**src/common/core_pkg.sv**
```systemverilog
package core_pkg;

    // ******************************
    // widths and sizes
    // ******************************
    localparam int XLEN       = 64;
    localparam int ILEN       = 32;
    localparam int REG_COUNT  = 32;
    localparam int DMEM_WORDS = 32;

    typedef logic [XLEN-1:0] xlen_t;
    typedef logic [ILEN-1:0] inst_t;
    typedef logic [4:0]      reg_idx_t;
    typedef logic [2:0]      alu_sel_t;
    typedef logic [1:0]      mem_size_t;

    localparam xlen_t RESET_PC = '0;
    // addi x0, x0, 0
    localparam inst_t NOP_INST = 32'h0000_0013;

    // major opcodes of the supported subset
    localparam logic [6:0] OPC_OP     = 7'b0110011;
    localparam logic [6:0] OPC_OP_IMM = 7'b0010011;
    localparam logic [6:0] OPC_LUI    = 7'b0110111;
    localparam logic [6:0] OPC_LOAD   = 7'b0000011;
    localparam logic [6:0] OPC_STORE  = 7'b0100011;

    // alu select codes
    localparam alu_sel_t ALU_ADD = 3'd0;
    localparam alu_sel_t ALU_SUB = 3'd1;
    localparam alu_sel_t ALU_AND = 3'd2;
    localparam alu_sel_t ALU_OR  = 3'd3;
    localparam alu_sel_t ALU_XOR = 3'd4;
    localparam alu_sel_t ALU_SLL = 3'd5;
    localparam alu_sel_t ALU_SRL = 3'd6;
    localparam alu_sel_t ALU_SLT = 3'd7;

    // access size, same as funct3[1:0] of lw/sw and ld/sd
    localparam mem_size_t MEM_WORD   = 2'b10;
    localparam mem_size_t MEM_DOUBLE = 2'b11;

    // ******************************
    // pipeline registers
    // ******************************
    typedef struct packed {
        logic  valid;
        xlen_t pc;
        inst_t inst;
    } if_id_t;

    typedef struct packed {
        logic      valid;
        xlen_t     pc;
        inst_t     inst;
        xlen_t     op1;
        xlen_t     op2;
        alu_sel_t  alu_sel;
        logic      rd_we;
        reg_idx_t  rd_idx;
        logic      is_load;
        logic      is_store;
        mem_size_t size;
        xlen_t     store_data;
    } id_ex_t;

    typedef struct packed {
        logic      valid;
        xlen_t     pc;
        inst_t     inst;
        xlen_t     result;
        logic      rd_we;
        reg_idx_t  rd_idx;
        logic      is_load;
        logic      is_store;
        mem_size_t size;
        xlen_t     store_data;
    } ex_mem_t;

    // retired instruction, also the register file write port
    typedef struct packed {
        logic     valid;
        xlen_t    pc;
        inst_t    inst;
        logic     rd_we;
        reg_idx_t rd_idx;
        xlen_t    rd_data;
    } commit_t;

endpackage

```
**src/logic/reg_file.sv**
```systemverilog
`timescale 1ns/1ps

module reg_file (
    input  logic                clk_i,
    input  logic                rst_i,
    input  core_pkg::reg_idx_t  rs1_idx_i,
    input  core_pkg::reg_idx_t  rs2_idx_i,
    output core_pkg::xlen_t     rs1_data_o,
    output core_pkg::xlen_t     rs2_data_o,
    input  core_pkg::commit_t   wb_i
);

    // x0 has no storage
    core_pkg::xlen_t regs [1:core_pkg::REG_COUNT-1];

    always_ff @(posedge clk_i) begin
        if (rst_i) begin
            for (int i = 1; i < core_pkg::REG_COUNT; i++) begin
                regs[i] <= '0;
            end
        end else if (wb_i.valid && wb_i.rd_we && wb_i.rd_idx != '0) begin
            regs[wb_i.rd_idx] <= wb_i.rd_data;
        end
    end

    // no bypass from the write port
    assign rs1_data_o = (rs1_idx_i == '0) ? '0 : regs[rs1_idx_i];
    assign rs2_data_o = (rs2_idx_i == '0) ? '0 : regs[rs2_idx_i];

    a_write_needs_commit: assert property (@(posedge clk_i) disable iff (rst_i)
        wb_i.rd_we |-> wb_i.valid);

endmodule

```
**config.mk**
```make
export PLATFORM = sky130hd
export DESIGN_NAME = reg_file
export DESIGN_NICKNAME = d
export VERILOG_FILES = /design/src/common/core_pkg.sv /design/src/logic/reg_file.sv
export SDC_FILE = /design/constraint.sdc
export NUM_CORES = 2
export LEC_CHECK = 0
export ABC_AREA = 1
export BUFFER_PORTS_ARGS = -buffer_cell sky130_fd_sc_hd__clkbuf_2
export CAP_MARGIN = 10
export CORE_UTILIZATION = 30
export CTS_CLUSTER_DIAMETER = 30
export DETAILED_ROUTE_END_ITERATION = 8
export PLACE_DENSITY = 0.45
export SLEW_MARGIN = 15
export SYNTH_ARGS = -nofsm -noshare
export SYNTH_HDL_FRONTEND = slang
export SYNTH_SLANG_ARGS = --single-unit
```
**constraint.sdc**
```tcl
create_clock -name clk_i -period 4 [get_ports clk_i]
set_input_delay 0.2 -clock clk_i [delete_from_list [all_inputs] [get_ports clk_i]]
set_output_delay 0.2 -clock clk_i [all_outputs]
set_load 0.01 [all_outputs]
```
==> metrics.md <==
| Metric | Value |
|---|---|
| Status | completed |
| WL per Instance | 26.1 µm |
| CP max FO | 75 |
| P_leak | 58.4 nW |
| # IOs | just over 300 |
| ANT nets after route | 0 |
| Die ar. | around 380000 µm² |
| Hpwl dp | 276000 µm |
| Required @ worst endpoint | 3800 ps |
| Most frequent cell after synthesis | nand2_1 |
| Hold Path Cell Cnt | 5 |
| TritonCTS buffer count | 577 |
| Reg with most FFs | regs |
| Max reg flops | 2048 |
| Count of different cell masters after synthesis | 25 |
| Via density | between 5 and 6 |
| Largest net degree at the start of global routing | 135 |
| Overall routed net length | between 500000 and 600000 µm |
| Fmax | ~310 MHz |
| DIE HEIGHT | slightly above 600 µm |
| Syn Std Cell Area | 114000 µm² |
| Critical path endpoint category | output pin |
| Syn avg cell area | 7.79 µm² |
| Yosys warns | 0 |
| Commonest cells post-synth | nand2_1 (4427), nor2_1 (3513), nand3_1 (2073) |
| CTS tree | done |
| Clk Tree Root Cell | clkbuf_16 |
| Register area share after synthesis | 54.2% |
| Gr ovfl total | 0 |
| Area share of the largest cell type after synthesis | a little over half |
| Least-Margin Pin Slew | 1300 ps |
| Cells after synthesis | 14582 |
| Nets | 14807 |
| Initial Util | a little under a third |
| H-tree Lvls | 6 |
| Clock Sinks | 2048 |
| DRC viols | 0 |
| Worst EP arrival | 2980 ps |
| Largest registers | regs x2048 |
| RSZ-0062 raised after global routing | no |
| Fin crit period | 3180 ps |
| First-pass GRT wire length | 737000 µm |
| Max-slew violations | 0 |
| Power Dens Cells | 543 nW/µm² |
| Synth area leader | edfxtp_1 |
| Initial DRT Pass Iterations | 6 |
| Final hold violations | 0 |
| Final Cycle Share | 79.6% |
| Port Buffers | 210 |
| # Max-Cap Violations | 0 |
| Final setup violation count | 0 |
| Core Area | 376000 µm² |
| Setup TNS | 0 ps |
| Starting DRT DRC Count | 12074 |
| Register bit total from synthesis | 2048 |
| EDFF count, synth | 2048 |
| Synth-to-Final Area Change | 22.6% |
| Crit Path Class | primary input to output pin |
| Clock transition at path regs | 40 ps |
| CP Launch Type | primary input |
| Die W | 617 µm |
| RePlAce Congestion | about 0.8 |
| Initial antenna violation count | 18 |
| Async set or reset register ratio after synthesis | 0% |
| Power after layout | 75.5 mW |
| Maximum VDD drop | 439 µV |
| Layout cells sized above 1 | 9.50% |
| Area contributors post-synth | edfxtp_1 (54%), nand2_1 (15%), nor2_1 (12%) |
| Number of global-route vias before repair | 101603 |
| Longest Clk Path Bufs | 4 |
| Via count | 105769 |
| FP Rows | ~230 |
| GRT Overall Usage | 26.6% |
| Min-delay worst type | primary input to register |
| Synth Flop Type | edfxtp_1 |
| Slew headroom | 13.1% |
-- cells in the final DEF, fill, tap and decap left out, types with 125 or more instances in the layout --
master        n
a21oi_1     127
buf_4       234
clkbuf_1    125
clkbuf_16   584
clkbuf_2    200
edfxtp_1   2048
inv_1       308
nand2_1    4365
nand3_1    2073
nor2_1     3512
o21ai_0     584
-- what timing repair did --
action | CTS | global route
hold endpoints to repair | 446 | 0
resized for setup | 0 | 0
hold buffers | 122 | 0
setup buffers | 0 | 0
-- cell type report --
| type | instances | area (µm²) |
|---|---|---|
| Fill cell | 38449 | 237000 |
| Sequential cell | 2048 | 61500 |
| Multi-Input combinational cell | 10986 | 45700 |
| Clock buffer | 709 | 15100 |
| Timing Repair Buffer | 689 | 6590 |
| Tap cell | 4994 | 6250 |
| Clock inverter | 312 | 2810 |
| Inverter | 326 | 1290 |
| Antenna cell | 4 | 10.0 |
-- metrics by stage --
| stage | worst slack, ps | instance area [µm²] | std cells | hold WS [ps] | util, % |
|---|---|---|---|---|---|
| global placement | 835 | 120000 | 18921 | 392 | 31.9 |
| floorplan | 1010 | 114000 | 14645 | 299 | - |
| CTS | 831 | 139000 | 20064 | 5.80 | 37.0 |
| detailed placement | 835 | 120000 | 18921 | 395 | 31.9 |
| finish | 818 | 139000 | 20068 | 91.3 | 37.0 |
| global route | 728 | 139000 | 20065 | 62.8 | 37.0 |
-- worst paths after layout --
kind,startpoint,endpoint,slack [ps]
worst min-delay path,wb_i[64],regs[8][32]$_SDFFCE_PN0P_,90
worst max-delay path,rs2_idx_i[0],rs2_data_o[21],820
-- metal layers --
layer | global-route usage [%] | wire, µm
met1 | 34.9 | 216000
met2 | 43.4 | 241000
met3 | 3.88 | 42200
met4 | 11.9 | 24100
met5 | 0 | 23
-- worst max-delay path: stages --
cell	delay, ps
buf_8	180
inv_8	610
buf_4	490
o21ai_0	190
nand3_1	110
nand3_1	80
nand2_1	90
nand2_1	50
nor2_1	610
clkbuf_2	260
-- cell families after synthesis --
logic type	Yosys count	share of synthesized area [%]
AND/OR/NAND/NOR	10039	35.5
other	1	0.00330
AO/OA/AOI/OAI	883	4.08
buffers and inverters	1611	6.24
flip-flops	2048	54.2
-- power by group --
group          total (mW)  switching, mW  internal, mW  leakage [nW]
combinational        7.58           5.57          2.01          30.2
sequential           25.4          0.562          24.9          19.5
clock                42.5           13.9          28.6          8.73
Power figures use the tool's default switching activity.
