File: config.mk
export PLATFORM = sky130hd
export DESIGN_NAME = execute_stage
export DESIGN_NICKNAME = d
export VERILOG_FILES = /design/src/common/core_pkg.sv /design/src/logic/execute_stage.sv
export SDC_FILE = /design/constraint.sdc
export NUM_CORES = 1
export LEC_CHECK = 0
export BUFFER_PORTS_ARGS = -buffer_cell sky130_fd_sc_hd__buf_2
export CORE_MARGIN = 5
export CORE_UTILIZATION = 40
export CTS_BUF_LIST = sky130_fd_sc_hd__clkbuf_4 sky130_fd_sc_hd__clkbuf_8
export CTS_CLUSTER_DIAMETER = 80
export DETAILED_ROUTE_END_ITERATION = 8
export PLACE_DENSITY_LB_ADDON = 0.05
export SETUP_SLACK_MARGIN = 0.3
export SLEW_MARGIN = 25
export SYNTH_ARGS = -nofsm -noshare
export SYNTH_HDL_FRONTEND = slang
export SYNTH_SLANG_ARGS = --single-unit
export TNS_END_PERCENT = 30
File: constraint.sdc
create_clock -name clk_i -period 27.2 [get_ports clk_i]
set_input_delay 1.36 -clock clk_i [delete_from_list [all_inputs] [get_ports clk_i]]
set_output_delay 1.36 -clock clk_i [all_outputs]
set_load 0.01 [all_outputs]
File: src/common/core_pkg.sv
package core_pkg;

    // ******************************
    // widths and sizes
    // ******************************
    localparam int XLEN       = 64;
    localparam int ILEN       = 32;
    localparam int REG_COUNT  = 32;
    localparam int DMEM_WORDS = 32;

    typedef logic [XLEN-1:0] xlen_t;
    typedef logic [ILEN-1:0] inst_t;
    typedef logic [4:0]      reg_idx_t;
    typedef logic [2:0]      alu_sel_t;
    typedef logic [1:0]      mem_size_t;

    localparam xlen_t RESET_PC = '0;
    // addi x0, x0, 0
    localparam inst_t NOP_INST = 32'h0000_0013;

    // major opcodes of the supported subset
    localparam logic [6:0] OPC_OP     = 7'b0110011;
    localparam logic [6:0] OPC_OP_IMM = 7'b0010011;
    localparam logic [6:0] OPC_LUI    = 7'b0110111;
    localparam logic [6:0] OPC_LOAD   = 7'b0000011;
    localparam logic [6:0] OPC_STORE  = 7'b0100011;

    // alu select codes
    localparam alu_sel_t ALU_ADD = 3'd0;
    localparam alu_sel_t ALU_SUB = 3'd1;
    localparam alu_sel_t ALU_AND = 3'd2;
    localparam alu_sel_t ALU_OR  = 3'd3;
    localparam alu_sel_t ALU_XOR = 3'd4;
    localparam alu_sel_t ALU_SLL = 3'd5;
    localparam alu_sel_t ALU_SRL = 3'd6;
    localparam alu_sel_t ALU_SLT = 3'd7;

    // access size, same as funct3[1:0] of lw/sw and ld/sd
    localparam mem_size_t MEM_WORD   = 2'b10;
    localparam mem_size_t MEM_DOUBLE = 2'b11;

    // ******************************
    // pipeline registers
    // ******************************
    typedef struct packed {
        logic  valid;
        xlen_t pc;
        inst_t inst;
    } if_id_t;

    typedef struct packed {
        logic      valid;
        xlen_t     pc;
        inst_t     inst;
        xlen_t     op1;
        xlen_t     op2;
        alu_sel_t  alu_sel;
        logic      rd_we;
        reg_idx_t  rd_idx;
        logic      is_load;
        logic      is_store;
        mem_size_t size;
        xlen_t     store_data;
    } id_ex_t;

    typedef struct packed {
        logic      valid;
        xlen_t     pc;
        inst_t     inst;
        xlen_t     result;
        logic      rd_we;
        reg_idx_t  rd_idx;
        logic      is_load;
        logic      is_store;
        mem_size_t size;
        xlen_t     store_data;
    } ex_mem_t;

    // retired instruction, also the register file write port
    typedef struct packed {
        logic     valid;
        xlen_t    pc;
        inst_t    inst;
        logic     rd_we;
        reg_idx_t rd_idx;
        xlen_t    rd_data;
    } commit_t;

endpackage

File: src/logic/execute_stage.sv
`timescale 1ns/1ps

module execute_stage (
    input  logic               clk_i,
    input  logic               rst_i,
    input  logic               stall_i,
    input  core_pkg::id_ex_t   id_ex_i,
    output core_pkg::ex_mem_t  ex_mem_o
);

    core_pkg::xlen_t alu_res;
    logic [5:0]      shamt;

    assign shamt = id_ex_i.op2[5:0];

    // ******************************
    // alu
    // ******************************
    always_comb begin
        case (id_ex_i.alu_sel)
            core_pkg::ALU_ADD: alu_res = id_ex_i.op1 + id_ex_i.op2;
            core_pkg::ALU_SUB: alu_res = id_ex_i.op1 - id_ex_i.op2;
            core_pkg::ALU_AND: alu_res = id_ex_i.op1 & id_ex_i.op2;
            core_pkg::ALU_OR:  alu_res = id_ex_i.op1 | id_ex_i.op2;
            core_pkg::ALU_XOR: alu_res = id_ex_i.op1 ^ id_ex_i.op2;
            core_pkg::ALU_SLL: alu_res = id_ex_i.op1 << shamt;
            core_pkg::ALU_SRL: alu_res = id_ex_i.op1 >> shamt;
            core_pkg::ALU_SLT: begin
                alu_res = {63'b0, $signed(id_ex_i.op1) < $signed(id_ex_i.op2)};
            end
            default:           alu_res = '0;
        endcase
    end

    // ex/mem register, load and store address is the add result
    always_ff @(posedge clk_i) begin
        if (rst_i) begin
            ex_mem_o.valid <= 1'b0;
        end else if (!stall_i) begin
            ex_mem_o.valid      <= id_ex_i.valid;
            ex_mem_o.pc         <= id_ex_i.pc;
            ex_mem_o.inst       <= id_ex_i.inst;
            ex_mem_o.result     <= alu_res;
            ex_mem_o.rd_we      <= id_ex_i.rd_we;
            ex_mem_o.rd_idx     <= id_ex_i.rd_idx;
            ex_mem_o.is_load    <= id_ex_i.is_load;
            ex_mem_o.is_store   <= id_ex_i.is_store;
            ex_mem_o.size       <= id_ex_i.size;
            ex_mem_o.store_data <= id_ex_i.store_data;
        end
    end

endmodule

==> impl_results.md <==
- Status: finished clean
- Die outline area: 67390 um2
- Wirelength per Cell: 30.28 um
- Post-Syn Instances: 3013
- CP delay by family, top: compound AO/OA/AOI/OAI gates
- Final #Nets: 3929
- Port bufs: 539
- Distinct cells, synth: 104
- Worst-Margin Slew: 1.109 ns
- Largest Register: ex_mem_o
- Root buffer cell: clkbuf_8
- Final Hold Vio Count: 0
- Final setup viols: 0
- Crit path kind: input port to flop
- CP bufs+invs: 4
- FILL cells: 6293
- Place WS: 20.05 ns
- Worst path most repeated cell: o21ai_0
- Initial antenna violation count: 6
- Syn. warnings: 0
- Final Util: 47.31%
- Largest net degree at the start of global routing: 153
- Cell area after synthesis: 24920 um2
- Most frequent cell after synthesis: nor2_1
- Worst VDD drop: 0.00003190 V
- Power per Cell Area: 47.56 nW/um2
- Max-Cap Viols: 0
- CTS Buffer Depth: 3
- Worst path required time: 27.57 ns
- Critical path peak fanout: 48
- Synth top area cells: edfxtp_1, ha_1, mux2i_1
- H-tree lvl count: 2
- FP Rows: 91
- Congestion Overflow GR: 0
- Postcts setup bufs: 0
- Vias/cell: 6.411
- CTS tree: built
- Antenna Nets Post-Route: 0
- Biggest regs: ex_mem_o: 235 flops
- Chip width: 259.6 um
- Syn nets: 3513
- Via count: 27595
- Worst hold margin: 0.4908 ns
- P_leak: 0.01255 uW
- Gr usage total: 36.48%
- Clock Skews: 0 ns
- Starting Density: 40.38%
- Min-Delay Path Class: flop to flop
- Core area: 61710 um2
- Synth top cells by count: nor2_1, a21oi_1, o21ai_0, edfxtp_1, inv_1
- Worst-Skew Late Latency: 0.65 ns
- CTS buffer count: 47
- Die H: 259.6 um
- Layout cells sized above 1: 22.45%
- Global-route wire length before repair: 185000 um
- Multi-input gate area: 16200 um2
- Startpoint Class: input port
- Post-Syn Area per Cell: 8.271 um2
- Area Growth Syn to Fin: 17.16%
- Register area share after synthesis: 28.28%
- Hpwl dp: 103100 um
- Peak Freq: 145.9 MHz
- Slew HR: 25.44%
- IO Count: 540
- RSZ-0062 raised after global routing: false
- Top cell type's share of synthesized area: 28.20%
- Post-synth EDFFs: 234
- Number of remaining DRC errors: 0
- Post-CTS resize count: 0
- Tmin final: 6.853 ns
- Setup_tns: 0 ns
- Vias in the first global route: 26505
- Hold_buf cts: 0
- Post-synthesis async set-or-reset flop share: 0%
- Slowest stage delay, CP: 0.87 ns
- Clock transition at path regs: 0.06 ns
- Routed WL: 130300 um
- Dominant synthesized flop cell: edfxtp_1
- Worst-path cell chain: buf_2 > buf_4 > clkinv_2 > ha_1 > inv_1 > a221oi_2 > nor2_1 > o21ai_0 > a311oi_1 > nor3_1 > o21ai_0 > nand3_1 > nand3_1 > o21ai_0 > xnor2_1 > o211ai_1
- Reg area: 7047 um2
- Final WS setup: 20.35 ns
- Fin crit share: 25.19%
- Critical Path Slowest Stage Cell: nor3_1
- Number of flip-flops in the largest register: 235
- Arr. time, crit path: 7.22 ns
- Max-slew violations: 0
- Pre-Repair DR Iteration Count: 6
- Critical path endpoint category: flop
- Clk sinks: 235
- Gpl congestion: 1.084
- DRT iter0 DRCs: 3754
- #FFs+latches synth: 235
- Leading area contributor after synthesis: edfxtp_1
==> report_power, final <==
part / internal, uW / total [uW] / switching (uW)
combinational: 178 / 556 / 378
clock: 221 / 392 / 172
sequential: 432 / 441 / 8.21
==> worst reg2reg max path, cell delays in order, from the launching register on <==
cell and delay (ns):
dfxtp_1 0.30, mux2i_1 0.12, nor2_1 0.05
==> placed cells by master (no fill, tap or decap), types with 41 or more instances in the layout <==
| master | synthesis | final |
|---|---|---|
| ha_1 | 193 | 193 |
| xnor2_1 | 51 | 51 |
| mux2i_1 | 204 | 204 |
| nand2_1 | 201 | 201 |
| a21oi_1 | 345 | 345 |
| o21ai_0 | 250 | 246 |
| buf_4 | 10 | 43 |
| o21bai_1 | 41 | 41 |
| o211ai_1 | 42 | 42 |
| edfxtp_1 | 234 | 234 |
| buf_2 | 43 | 536 |
| a222oi_1 | 42 | 42 |
| inv_1 | 209 | 208 |
| nor2_1 | 396 | 391 |
| nor3_1 | 62 | 60 |
| clkbuf_8 | 0 | 48 |
==> layout make-up <==
type | count | share of cell area, %
clock buffer | 60 | 2.571
timing repair buffer | 584 | 10.58
clock inverter | 25 | 0.8399
inverter | 215 | 2.785
antenna | 2 | 0.01714
tap | 837 | 3.587
sequential | 235 | 24.13
multi-input combinational | 2346 | 55.49
==> kinds of logic after synthesis <==
| kind of cell | share of synthesized area (%) |
|---|---|
| compound gates | 26.37 |
| simple gates | 14.64 |
| buf+inv | 6.903 |
| mux | 12.03 |
| flops | 28.28 |
| fa+ha+maj | 9.850 |
| xor+xnor | 1.933 |
==> metrics by stage <==
stage / cells / cell area [um2] / power, uW
floorplan: 3013 / 24920 / 770.6
global placement: 4215 / 28170 / 979.1
detailed placement: 4216 / 28180 / 980.9
CTS: 4301 / 29170 / 1379
global route: 4304 / 29200 / 1444
finish: 4304 / 29200 / 1389
==> layer usage <==
layer	wire, um	vias to the layer above	track usage, %	share of wire (%)
met2	56360	1914	55.87	43
li1	-	11992	-	-
met5	34	-	0	0.026
met3	14060	434	7.398	11
met4	9881	6	22.40	7.6
met1	49980	13249	47.46	38
==> worst paths after layout <==
path              slack [ns]                        from  cells after the start                    endpoint
setup / recovery       20.35                 id_ex_i[80]                     16     ex_mem_o[135]$_DFFE_PP_
hold / removal          0.49  ex_mem_o[234]$_SDFFE_PP0N_                      2  ex_mem_o[234]$_SDFFE_PP0N_
setup reg to reg       26.62  ex_mem_o[234]$_SDFFE_PP0N_                      2  ex_mem_o[234]$_SDFFE_PP0N_
hold reg to reg         0.49  ex_mem_o[234]$_SDFFE_PP0N_                      2  ex_mem_o[234]$_SDFFE_PP0N_
Power figures use the tool's default switching activity.
