===== src/common/core_pkg.sv =====
package core_pkg;

    // ******************************
    // widths and sizes
    // ******************************
    localparam int XLEN       = 64;
    localparam int ILEN       = 32;
    localparam int REG_COUNT  = 32;
    localparam int DMEM_WORDS = 32;

    typedef logic [XLEN-1:0] xlen_t;
    typedef logic [ILEN-1:0] inst_t;
    typedef logic [4:0]      reg_idx_t;
    typedef logic [2:0]      alu_sel_t;
    typedef logic [1:0]      mem_size_t;

    localparam xlen_t RESET_PC = '0;
    // addi x0, x0, 0
    localparam inst_t NOP_INST = 32'h0000_0013;

    // major opcodes of the supported subset
    localparam logic [6:0] OPC_OP     = 7'b0110011;
    localparam logic [6:0] OPC_OP_IMM = 7'b0010011;
    localparam logic [6:0] OPC_LUI    = 7'b0110111;
    localparam logic [6:0] OPC_LOAD   = 7'b0000011;
    localparam logic [6:0] OPC_STORE  = 7'b0100011;

    // alu select codes
    localparam alu_sel_t ALU_ADD = 3'd0;
    localparam alu_sel_t ALU_SUB = 3'd1;
    localparam alu_sel_t ALU_AND = 3'd2;
    localparam alu_sel_t ALU_OR  = 3'd3;
    localparam alu_sel_t ALU_XOR = 3'd4;
    localparam alu_sel_t ALU_SLL = 3'd5;
    localparam alu_sel_t ALU_SRL = 3'd6;
    localparam alu_sel_t ALU_SLT = 3'd7;

    // access size, same as funct3[1:0] of lw/sw and ld/sd
    localparam mem_size_t MEM_WORD   = 2'b10;
    localparam mem_size_t MEM_DOUBLE = 2'b11;

    // ******************************
    // pipeline registers
    // ******************************
    typedef struct packed {
        logic  valid;
        xlen_t pc;
        inst_t inst;
    } if_id_t;

    typedef struct packed {
        logic      valid;
        xlen_t     pc;
        inst_t     inst;
        xlen_t     op1;
        xlen_t     op2;
        alu_sel_t  alu_sel;
        logic      rd_we;
        reg_idx_t  rd_idx;
        logic      is_load;
        logic      is_store;
        mem_size_t size;
        xlen_t     store_data;
    } id_ex_t;

    typedef struct packed {
        logic      valid;
        xlen_t     pc;
        inst_t     inst;
        xlen_t     result;
        logic      rd_we;
        reg_idx_t  rd_idx;
        logic      is_load;
        logic      is_store;
        mem_size_t size;
        xlen_t     store_data;
    } ex_mem_t;

    // retired instruction, also the register file write port
    typedef struct packed {
        logic     valid;
        xlen_t    pc;
        inst_t    inst;
        logic     rd_we;
        reg_idx_t rd_idx;
        xlen_t    rd_data;
    } commit_t;

endpackage


===== src/logic/decode_stage.sv =====
`timescale 1ns/1ps

module decode_stage (
    input  logic                clk_i,
    input  logic                rst_i,
    input  logic                stall_i,
    input  core_pkg::if_id_t    if_id_i,
    output core_pkg::reg_idx_t  rs1_idx_o,
    output core_pkg::reg_idx_t  rs2_idx_o,
    input  core_pkg::xlen_t     rs1_data_i,
    input  core_pkg::xlen_t     rs2_data_i,
    output core_pkg::id_ex_t    id_ex_o
);

    logic [6:0]         opcode;
    logic [2:0]         funct3;
    logic [6:0]         funct7;
    core_pkg::xlen_t    imm_i;
    core_pkg::xlen_t    imm_s;
    core_pkg::xlen_t    imm_u;
    core_pkg::id_ex_t   dec;
    logic               legal;

    // instruction fields
    assign opcode    = if_id_i.inst[6:0];
    assign funct3    = if_id_i.inst[14:12];
    assign funct7    = if_id_i.inst[31:25];
    assign rs1_idx_o = if_id_i.inst[19:15];
    assign rs2_idx_o = if_id_i.inst[24:20];

    // immediates sign extended from bit 31
    assign imm_i = {{52{if_id_i.inst[31]}}, if_id_i.inst[31:20]};
    assign imm_s = {{52{if_id_i.inst[31]}}, if_id_i.inst[31:25], if_id_i.inst[11:7]};
    assign imm_u = {{32{if_id_i.inst[31]}}, if_id_i.inst[31:12], 12'b0};

    always_comb begin
        dec            = '0;
        dec.valid      = if_id_i.valid;
        dec.pc         = if_id_i.pc;
        dec.inst       = if_id_i.inst;
        dec.op1        = rs1_data_i;
        dec.op2        = imm_i;
        dec.alu_sel    = core_pkg::ALU_ADD;
        dec.rd_idx     = if_id_i.inst[11:7];
        dec.size       = funct3[1:0];
        dec.store_data = rs2_data_i;
        legal          = 1'b0;
        case (funct3)
            3'b001:  dec.alu_sel = core_pkg::ALU_SLL;
            3'b010:  dec.alu_sel = core_pkg::ALU_SLT;
            3'b100:  dec.alu_sel = core_pkg::ALU_XOR;
            3'b101:  dec.alu_sel = core_pkg::ALU_SRL;
            3'b110:  dec.alu_sel = core_pkg::ALU_OR;
            3'b111:  dec.alu_sel = core_pkg::ALU_AND;
            default: dec.alu_sel = core_pkg::ALU_ADD;
        endcase
        case (opcode)
            core_pkg::OPC_OP: begin
                dec.op2   = rs2_data_i;
                dec.rd_we = 1'b1;
                legal     = (funct7 == 7'h00) || (funct7 == 7'h20 && funct3 == 3'b000);
                if (funct7[5]) begin
                    dec.alu_sel = core_pkg::ALU_SUB;
                end
            end
            core_pkg::OPC_OP_IMM: begin
                // addi, xori, ori, andi only
                dec.rd_we = 1'b1;
                legal     = (funct3 == 3'b000) || funct3[2];
                legal     = legal && (funct3 != 3'b101);
            end
            core_pkg::OPC_LUI: begin
                dec.op1     = '0;
                dec.op2     = imm_u;
                dec.alu_sel = core_pkg::ALU_ADD;
                dec.rd_we   = 1'b1;
                legal       = 1'b1;
            end
            core_pkg::OPC_LOAD, core_pkg::OPC_STORE: begin
                dec.alu_sel  = core_pkg::ALU_ADD;
                dec.is_load  = (opcode == core_pkg::OPC_LOAD);
                dec.is_store = (opcode == core_pkg::OPC_STORE);
                dec.rd_we    = dec.is_load;
                dec.op2      = dec.is_store ? imm_s : imm_i;
                legal        = (funct3 == 3'b010) || (funct3 == 3'b011);
            end
            default: legal = 1'b0;
        endcase
        // unknown instruction still retires but changes nothing
        if (!legal) begin
            dec.rd_we    = 1'b0;
            dec.is_load  = 1'b0;
            dec.is_store = 1'b0;
        end
    end

    always_ff @(posedge clk_i) begin
        if (rst_i) begin
            id_ex_o.valid <= 1'b0;
        end else if (!stall_i) begin
            id_ex_o <= dec;
        end
    end

endmodule


===== config.mk =====
export PLATFORM = sky130hd
export DESIGN_NAME = decode_stage
export DESIGN_NICKNAME = d
export VERILOG_FILES = /design/src/common/core_pkg.sv /design/src/logic/decode_stage.sv
export SDC_FILE = /design/constraint.sdc
export NUM_CORES = 1
export LEC_CHECK = 0
export BUFFER_PORTS_ARGS = -buffer_cell sky130_fd_sc_hd__buf_4
export CAP_MARGIN = 20
export CORE_AREA = 4 4 210 212
export CTS_CLUSTER_SIZE = 10
export DETAILED_ROUTE_END_ITERATION = 8
export DIE_AREA = 0 0 214 216
export PLACE_DENSITY = 0.47
export SYNTH_ARGS = -nofsm -noshare
export SYNTH_HDL_FRONTEND = slang
export SYNTH_SLANG_ARGS = --single-unit

===== constraint.sdc =====
create_clock -name clk_i -period 31.7 [get_ports clk_i]
set_input_delay 4.755 -clock clk_i [delete_from_list [all_inputs] [get_ports clk_i]]
set_output_delay 4.755 -clock clk_i [all_outputs]
set_load 0.005 [all_outputs]

==> run summary <==
crit path cell chain: buf_4 > buf_4
clk_lat worst skew: 0.53 ns
Die H: 216 um
Clock Sinks: 295
critical path class: input port to primary output
largest registers: id_ex_o x295
share of cells above drive strength 1: 0.530
WL final: 35600 um
Post-Syn Area: 0.0107 sq mm
post-cts hold buffer count: 0
top_reg_cell synth: edfxtp_1
synthesized instance count: 577
H-tree depth: 2
vias in the first global route: 7414
CTS tree: done
CP required: 26.95 ns
dpl hpwl: 25600 um
via density per instance: 4.17
DR iter-0 viols: 418
critical path endpoint: rs2_idx_o[0]
die outline width: 214 um
MaxCap Viol Count: 0
gr usage total: 0.146
fin crit share: 0.308
Warnings, synthesis: 0
Crit. Startpoint: if_id_i[20]
post-route antenna net violation count: 0
most frequent cells after synthesis: 294 x edfxtp_1, 65 x and2_1, 34 x o31ai_1, 33 x inv_1, 27 x mux2i_1
final critical-path required period: 9.77 ns
initial antenna violation count: 1
clk_skew: 0 ns
area share of the largest cell type after synthesis: 0.822
R2R cell count: 2
Layout area overhead: 51.4%
CP Capture Type: primary output
total number of vias: 6968
final setup TNS: 0 ns
post-CTS resize count: 0
synth top area cells: edfxtp_1 82%, and2_1 3.8%, mux2i_1 2.5%
ys async rst share: 0
core area: 0.0419 sq mm
Finished Core Util: 0.388
first-pass GRT wire length: 50800 um
Pre-Repair DR Iteration Count: 4
Slew headroom: 0.272
Initial Util: 0.256
total die area: 0.0462 sq mm
final number of setup-violating endpoints: 0
IO Port Bufs: 539
Critical Path Max Stage Delay: 0.13 ns
Reg clk slew, reported paths: 0.05 ns
FF-to-FF End: id_ex_o[301]
VDD IR max: 0.0000337 V
CP Data Arrival Time: 5.02 ns
Post-CTS Setup Bufs: 0
worst r2r src: id_ex_o[301]
Final Non-Filler Cells: 1672
# IOs: 540
# rows: 75
Max clock buf depth: 3
Avg Cell Area, Syn: 18.6 sq um
critical path depth: 2
Finished Cell Area: 0.0163 sq mm
top cell type by total area after synthesis: edfxtp_1
Power Density: 57.8 mW/mm^2
final setup margin: 21.93 ns
delay-heaviest family, CP: buffers and inverters
critical path peak fanout: 4
Synth Net Count: 805
grt ovf: 0
Least-Margin Pin Slew: 1.09 ns
FF-to-FF setup slack: 31.10 ns
detailed-route wire length per cell: 21.3 um
CP Launch Type: input port
Worst Path Buf+Inv: 2
max-slew violations: 0
pin count of the biggest net entering global routing: 84
CTS Root Cell: clkbuf_16
RSZ-0062 raised after global routing: no
FMAX: 102 MHz
Leak: 6.58 nW
status: completed
synthesized flop and latch total: 295
CP most frequent cell: buf_4
Critical-path top delay cell: buf_4
Hold Slack: 0.515 ns
TritonCTS buffer count: 37
pre-CTS setup slack: 21.93 ns
Post-synth EDFFs: 294
dominant cell by count in the synthesized netlist: edfxtp_1
register area share after synthesis: 0.824
Power Total: 0.940 mW
DRC Markers: 0
Unique masters post-synth: 37
NumNets Final: 1345
antenna fix cells: 0
global placement routability congestion: 0.761
Largest Register: id_ex_o
DP Cell Count: 1617
final hold vios: 0
cell area after placement: 0.0152 sq mm
max reg flops: 295
hold crit path type: register to register
[worst min-delay path by stage]
stage	startpoint	endpoint	cells after the start
floorplan	id_ex_o[301]	id_ex_o[301]	2
global placement	id_ex_o[301]	id_ex_o[301]	2
detailed placement	id_ex_o[301]	id_ex_o[301]	2
CTS	id_ex_o[301]	id_ex_o[301]	2
global route	id_ex_o[301]	id_ex_o[301]	2
finish	id_ex_o[301]	id_ex_o[301]	2
[power by group]
part | leakage [nW] | internal, mW | switching, mW
Sequential | 2.76 | 0.460 | 0.00792
Combinational | 3.31 | 0.0546 | 0.0416
Clock | 0.515 | 0.222 | 0.155
Total | 6.58 | 0.736 | 0.204
[layout make-up]
| type | instances | area (sq um) |
|---|---|---|
| clock buffer | 48 | 1010 |
| clock inverter | 7 | 40.0 |
| fill | 4027 | 25700 |
| inverter | 33 | 124 |
| multi-input combinational | 204 | 1460 |
| sequential | 295 | 8850 |
| tap | 539 | 674 |
| timing repair buffer | 546 | 4100 |
[layout by cell type, fill, tap and decap left out, types with 2 or more instances in the layout]
cell type / n
o31ai_1: 34
mux2i_1: 27
and2_1: 65
nor2_1: 6
clkinv_1: 2
nand3_1: 2
a21oi_1: 19
edfxtp_1: 294
nor3_1: 3
clkbuf_1: 9
nand2b_1: 8
buf_4: 546
clkinv_2: 3
o2bb2ai_1: 5
o21ai_0: 14
clkbuf_16: 39
inv_1: 33
[cells by family (layout without fill, tap and decap cells)]
family / after synthesis / count (layout) / share of synthesized area
and+or+nand+nor: 97 / 97 / 0.0595
muxes: 27 / 27 / 0.0252
DFF: 295 / 295 / 0.824
buffers and inverters: 78 / 634 / 0.0411
AOI/OAI and AO/OA: 78 / 78 / 0.0487
xor gates and xnor gates: 2 / 2 / 0.00163
[metal layers]
metal | wire (um) | GRT usage
met1 | 13000 | 0.158
met2 | 18400 | 0.259
met3 | 3590 | 0.0689
met4 | 639 | 0.0370
met5 | 12 | 0
Note: power is estimated with default switching activity, not from simulation.
