**src/common/core_pkg.sv**
```systemverilog
package core_pkg;

    // ******************************
    // widths and sizes
    // ******************************
    localparam int XLEN       = 64;
    localparam int ILEN       = 32;
    localparam int REG_COUNT  = 32;
    localparam int DMEM_WORDS = 32;

    typedef logic [XLEN-1:0] xlen_t;
    typedef logic [ILEN-1:0] inst_t;
    typedef logic [4:0]      reg_idx_t;
    typedef logic [2:0]      alu_sel_t;
    typedef logic [1:0]      mem_size_t;

    localparam xlen_t RESET_PC = '0;
    // addi x0, x0, 0
    localparam inst_t NOP_INST = 32'h0000_0013;

    // major opcodes of the supported subset
    localparam logic [6:0] OPC_OP     = 7'b0110011;
    localparam logic [6:0] OPC_OP_IMM = 7'b0010011;
    localparam logic [6:0] OPC_LUI    = 7'b0110111;
    localparam logic [6:0] OPC_LOAD   = 7'b0000011;
    localparam logic [6:0] OPC_STORE  = 7'b0100011;

    // alu select codes
    localparam alu_sel_t ALU_ADD = 3'd0;
    localparam alu_sel_t ALU_SUB = 3'd1;
    localparam alu_sel_t ALU_AND = 3'd2;
    localparam alu_sel_t ALU_OR  = 3'd3;
    localparam alu_sel_t ALU_XOR = 3'd4;
    localparam alu_sel_t ALU_SLL = 3'd5;
    localparam alu_sel_t ALU_SRL = 3'd6;
    localparam alu_sel_t ALU_SLT = 3'd7;

    // access size, same as funct3[1:0] of lw/sw and ld/sd
    localparam mem_size_t MEM_WORD   = 2'b10;
    localparam mem_size_t MEM_DOUBLE = 2'b11;

    // ******************************
    // pipeline registers
    // ******************************
    typedef struct packed {
        logic  valid;
        xlen_t pc;
        inst_t inst;
    } if_id_t;

    typedef struct packed {
        logic      valid;
        xlen_t     pc;
        inst_t     inst;
        xlen_t     op1;
        xlen_t     op2;
        alu_sel_t  alu_sel;
        logic      rd_we;
        reg_idx_t  rd_idx;
        logic      is_load;
        logic      is_store;
        mem_size_t size;
        xlen_t     store_data;
    } id_ex_t;

    typedef struct packed {
        logic      valid;
        xlen_t     pc;
        inst_t     inst;
        xlen_t     result;
        logic      rd_we;
        reg_idx_t  rd_idx;
        logic      is_load;
        logic      is_store;
        mem_size_t size;
        xlen_t     store_data;
    } ex_mem_t;

    // retired instruction, also the register file write port
    typedef struct packed {
        logic     valid;
        xlen_t    pc;
        inst_t    inst;
        logic     rd_we;
        reg_idx_t rd_idx;
        xlen_t    rd_data;
    } commit_t;

endpackage

```
**src/logic/memory_stage.sv**
```systemverilog
`timescale 1ns/1ps

module memory_stage (
    input  logic               clk_i,
    input  logic               rst_i,
    input  core_pkg::ex_mem_t  ex_mem_i,
    output logic               stall_o,
    output core_pkg::commit_t  commit_o
);

    localparam int IDX_W = $clog2(core_pkg::DMEM_WORDS);

    core_pkg::xlen_t  dmem [core_pkg::DMEM_WORDS];
    core_pkg::xlen_t  rdata_q;
    logic             load_pending_q;
    logic [IDX_W-1:0] word_idx;
    logic             is_word;
    logic [7:0]       byte_strb;
    core_pkg::xlen_t  wdata;
    logic [31:0]      half;
    core_pkg::xlen_t  load_data;

    assign word_idx = ex_mem_i.result[IDX_W+2:3];
    assign is_word  = (ex_mem_i.size == core_pkg::MEM_WORD);

    // first cycle of a load waits for the ram
    assign stall_o = ex_mem_i.valid && ex_mem_i.is_load && !load_pending_q;

    // sw lands in the half picked by addr[2]
    always_comb begin
        if (is_word) begin
            byte_strb = ex_mem_i.result[2] ? 8'hf0 : 8'h0f;
            wdata     = {2{ex_mem_i.store_data[31:0]}};
        end else begin
            byte_strb = 8'hff;
            wdata     = ex_mem_i.store_data;
        end
    end

    // ******************************
    // data ram with sync read
    // ******************************
    always_ff @(posedge clk_i) begin
        if (ex_mem_i.valid && ex_mem_i.is_store) begin
            for (int b = 0; b < 8; b++) begin
                if (byte_strb[b]) begin
                    dmem[word_idx][8*b +: 8] <= wdata[8*b +: 8];
                end
            end
        end
        rdata_q <= dmem[word_idx];
    end

    // lw sign extends
    assign half      = ex_mem_i.result[2] ? rdata_q[63:32] : rdata_q[31:0];
    assign load_data = is_word ? {{32{half[31]}}, half} : rdata_q;

    // ******************************
    // writeback register
    // ******************************
    always_ff @(posedge clk_i) begin
        if (rst_i) begin
            load_pending_q <= 1'b0;
            commit_o.valid <= 1'b0;
            commit_o.rd_we <= 1'b0;
        end else begin
            load_pending_q <= stall_o;
            if (stall_o) begin
                // bubble while the ram reads
                commit_o.valid <= 1'b0;
                commit_o.rd_we <= 1'b0;
            end else begin
                commit_o.valid   <= ex_mem_i.valid;
                commit_o.pc      <= ex_mem_i.pc;
                commit_o.inst    <= ex_mem_i.inst;
                commit_o.rd_we   <= ex_mem_i.valid && ex_mem_i.rd_we;
                commit_o.rd_idx  <= ex_mem_i.rd_idx;
                commit_o.rd_data <= ex_mem_i.is_load ? load_data : ex_mem_i.result;
            end
        end
    end

    // the load waits in place for its data
    a_load_held: assert property (@(posedge clk_i) disable iff (rst_i)
        stall_o |=> $stable(ex_mem_i));

    a_aligned_access: assert property (@(posedge clk_i) disable iff (rst_i)
        ex_mem_i.valid && (ex_mem_i.is_load || ex_mem_i.is_store) |->
        (is_word ? ex_mem_i.result[1:0] == 2'b00 : ex_mem_i.result[2:0] == 3'b000));

endmodule

```
**config.mk**
```make
export PLATFORM = sky130hd
export DESIGN_NAME = memory_stage
export DESIGN_NICKNAME = d
export VERILOG_FILES = /design/src/common/core_pkg.sv /design/src/logic/memory_stage.sv
export SDC_FILE = /design/constraint.sdc
export NUM_CORES = 2
export LEC_CHECK = 0
export BUFFER_PORTS_ARGS = -buffer_cell sky130_fd_sc_hd__buf_2
export CAP_MARGIN = 10
export CORE_AREA = 2 2 406 408
export CTS_CLUSTER_DIAMETER = 100
export DETAILED_ROUTE_END_ITERATION = 16
export DIE_AREA = 0 0 408 410
export GPL_TIMING_DRIVEN = 0
export PLACE_DENSITY = 0.7
export SYNTH_ARGS = -nofsm -noshare
export SYNTH_HDL_FRONTEND = slang
export SYNTH_SLANG_ARGS = --single-unit
```
**constraint.sdc**
```tcl
create_clock -name clk_i -period 20.5 [get_ports clk_i]
set_input_delay 2.05 -clock clk_i [delete_from_list [all_inputs] [get_ports clk_i]]
set_output_delay 2.05 -clock clk_i [all_outputs]
set_load 0.05 [all_outputs]
```
==> out/metrics.cfg <==
[sta]
hold_viol=0
clock-skew-final_ns=0.0358
tightest_slew_ns=1.32
min_period_ns=5.17
fmax_mhz=194
slew_headroom_pct=11.2
rsz0062_at_grt=no
setup_violations=0
whs_ns=0.428
tns_ns=0
post-route-period-util_pct=25.2
layout_setup_ws_ns=15.33
slew_viol_final=0

[setup_path]
worstSetupPathType=input pin to output port
crit_slowest_cell=clkbuf_1
arrival_ns=3.12
critPathBufInv=2
worstPathMaxFanout=9
crit_family=buffers and inverters
critPathRequiredTime_ns=18.45
rr_endpoint=rdata_q[33]
cp-start-kind=input pin
cpPeakStageDelay_ns=0.37
path_cells=clkbuf_1, nand2_1, nor2_1, buf_2
r2r-start=dmem[17][33]
rr_worst_depth=4
r2r_setup_slack_ns=17.94
crit_path_end_kind=output port

[synthesis]
yosysTopAreaCell=edfxtp_1
synthXorXnorAreaFrac_pct=0
syn-num-nets=4913
synth_simple_gate_area_share_pct=2.72
synth_compound_area_share_pct=4.20
synthAdderAreaFrac_pct=0
seq_area_frac_synth_pct=79.1
synth.area.top_cells=edfxtp_1 78%, mux2i_1 12%, o22ai_1 3.7%
netlist_instances=4676
yosysWarnings=0
synth.top_cell.area_share_pct=77.5
synthMuxAreaShare_pct=12.3
synth_top_family_by_area=multiplexers
netlist_area_mm2=0.0857
ys_ff_latch=2280
synth.distinct_cells=31
syn_area_per_cell_um2=18.3

[drt]
wl_per_cell_um=32.1
firstDrtPassIters=7
vias=48135
routed_wl_mm=249
dr.first_iter.drc_count=7519
ant_nets=0
vias_per_cell=6.21
drc=0

[pwr]
p_leak_nw=35.0
ir_drop_uv=77.1
power_mw=9.72
power_density_mw_per_mm2=97.9

[run_status]
outcome=finished, final reports clean

[placed_design]
place_area_mm2=0.0925
detailedPlace.worstSlack_ns=14.76
place.gp.congestion=0.944
dp_hpwl_mm=169
dp.cells=7338
io_buffers=402

[global_routing]
grt.total_usage_pct=29.3
antenna_found_initial=29
grt_pass1_wl_mm=343
grt_pass1_vias=46027
grt_max_degree=39
grt_overflow=0

[final_layout]
area_delta_synth_final_pct=15.8
utilization_pct=60.7
nets=5600
finalNonFillerCells=7754
layout-drive-gt1-share_pct=18.6
fin_area_mm2=0.0993

[floorplan]
core_mm2=0.163
die_w_um=408
fp.dieArea_mm2=0.167
rows=149
start_util_pct=52.4
dieHeight_um=410
pin_count=405

[cts]
numCtsBuffers=211
cts.htree.levels=4
clkTransAtPathRegs_ns=0.06
root_buffer=clkbuf_16
cts_hold_buf=0
clockBufferDepth=3
clk_latency_ns=0.87
cts-resized-gates=0
clock_sinks=2280
postCtsSetupRepairBufs=0
cts_tree=done

[worst_hold_path]
min_from=load_pending_q
hold_end=load_pending_q
holdPathStages=1
min-delay-path-class=flop to flop

[run]
max_cap_violations=0

==> final cells by class <==
| type | count | area, um2 |
|---|---|---|
| multi-input combinational | 2130 | 17000 |
| sequential | 2280 | 67800 |
| clock inverter | 112 | 1130 |
| clock buffer | 280 | 5630 |
| buffer | 266 | 1430 |
| timing repair buffer | 474 | 3520 |
| tap | 2189 | 2740 |
| fill | 11470 | 64200 |
| antenna | 23 | 57.6 |
==> synthesized netlist by cell type (all sizes together) <==
library cell and number:
edfxtp 2213, mux2i 1057, o22ai 513, nand2 199
buf 197, nor2 132, nor4 128, clkbuf 69
dfxtp 67, a21oi 65, nand4bb 6, nand3b 4
nand4b 4, or4b 4, nand3 3, nor2b 3
and3 2, or3b 2, and2 1, nand2b 1
nand4 1, nor3 1, o211a 1, o21a 1
or3 1, or4 1
==> cell families after synthesis <==
family	Yosys count
compound gates	580
simple gates	493
buf+inv	266
flops	2280
mux	1057
==> where the power goes <==
group          internal (mW)  switching (mW)
logic                  0.155           0.464
registers               5.21          0.0323
clock network           2.16            1.70
==> state kept, by name, summed over array words and instances, names as in the netlist <==
signal and count:
load_pending_q 1, commit_o 167, dmem 2048, rdata_q 64
==> cells in the final DEF (no fill, tap or decap), types with 4 or more instances in the layout <==
master / Yosys / final
edfxtp_1: 2213 / 2213
buf_6: 27 / 27
inv_16: 0 / 4
diode_2: 0 / 23
buf_2: 157 / 559
clkinv_2: 0 / 30
mux2i_1: 1057 / 1057
clkinv_1: 0 / 43
inv_6: 0 / 4
nand3b_1: 4 / 4
o22ai_2: 8 / 8
o22ai_1: 505 / 505
nand4b_1: 4 / 4
clkinvlp_4: 0 / 7
a21oi_1: 65 / 65
nor2_1: 132 / 67
clkbuf_1: 69 / 129
clkbuf_16: 0 / 212
dfxtp_1: 67 / 67
clkbuf_8: 0 / 7
buf_12: 0 / 62
clkinv_8: 0 / 5
bufinv_16: 0 / 18
buf_4: 7 / 7
nor2_4: 0 / 65
nor4_1: 128 / 128
buf_1: 6 / 6
buf_16: 0 / 9
nand4bb_1: 6 / 6
nand2_1: 199 / 199
==> routing by layer <==
layer,global-route usage (%),wire length [um],vias to the layer above,share of wire (%)
met5,0,126,-,0.051
met4,14.2,12900,20,5.2
met3,7.42,30100,569,12
met2,44.2,112000,3096,45
met1,39.9,93300,24259,38
li1,-,-,20191,-
==> worst max-delay path by stage <==
stage	depth (start not counted)	endpoint	slack (ns)	start
3_3_place_gp	5	commit_o[69]	7.92	ex_mem_i[67]
3_5_place_dp	8	dmem[21][45]	14.76	ex_mem_i[77]
6_report	4	stall_o	15.33	ex_mem_i[67]
4_1_cts	4	stall_o	15.32	ex_mem_i[67]
5_1_grt	4	stall_o	15.22	ex_mem_i[67]
2_1_floorplan	5	commit_o[69]	10.28	ex_mem_i[67]
==> worst register-to-register path: stages (launching register included) <==
cell      delay [ns]
edfxtp_1        0.37
mux2i_1         0.15
o22ai_1         0.12
nor4_1          1.11
nand2_1         0.54
(Power assumes the default switching activity.)
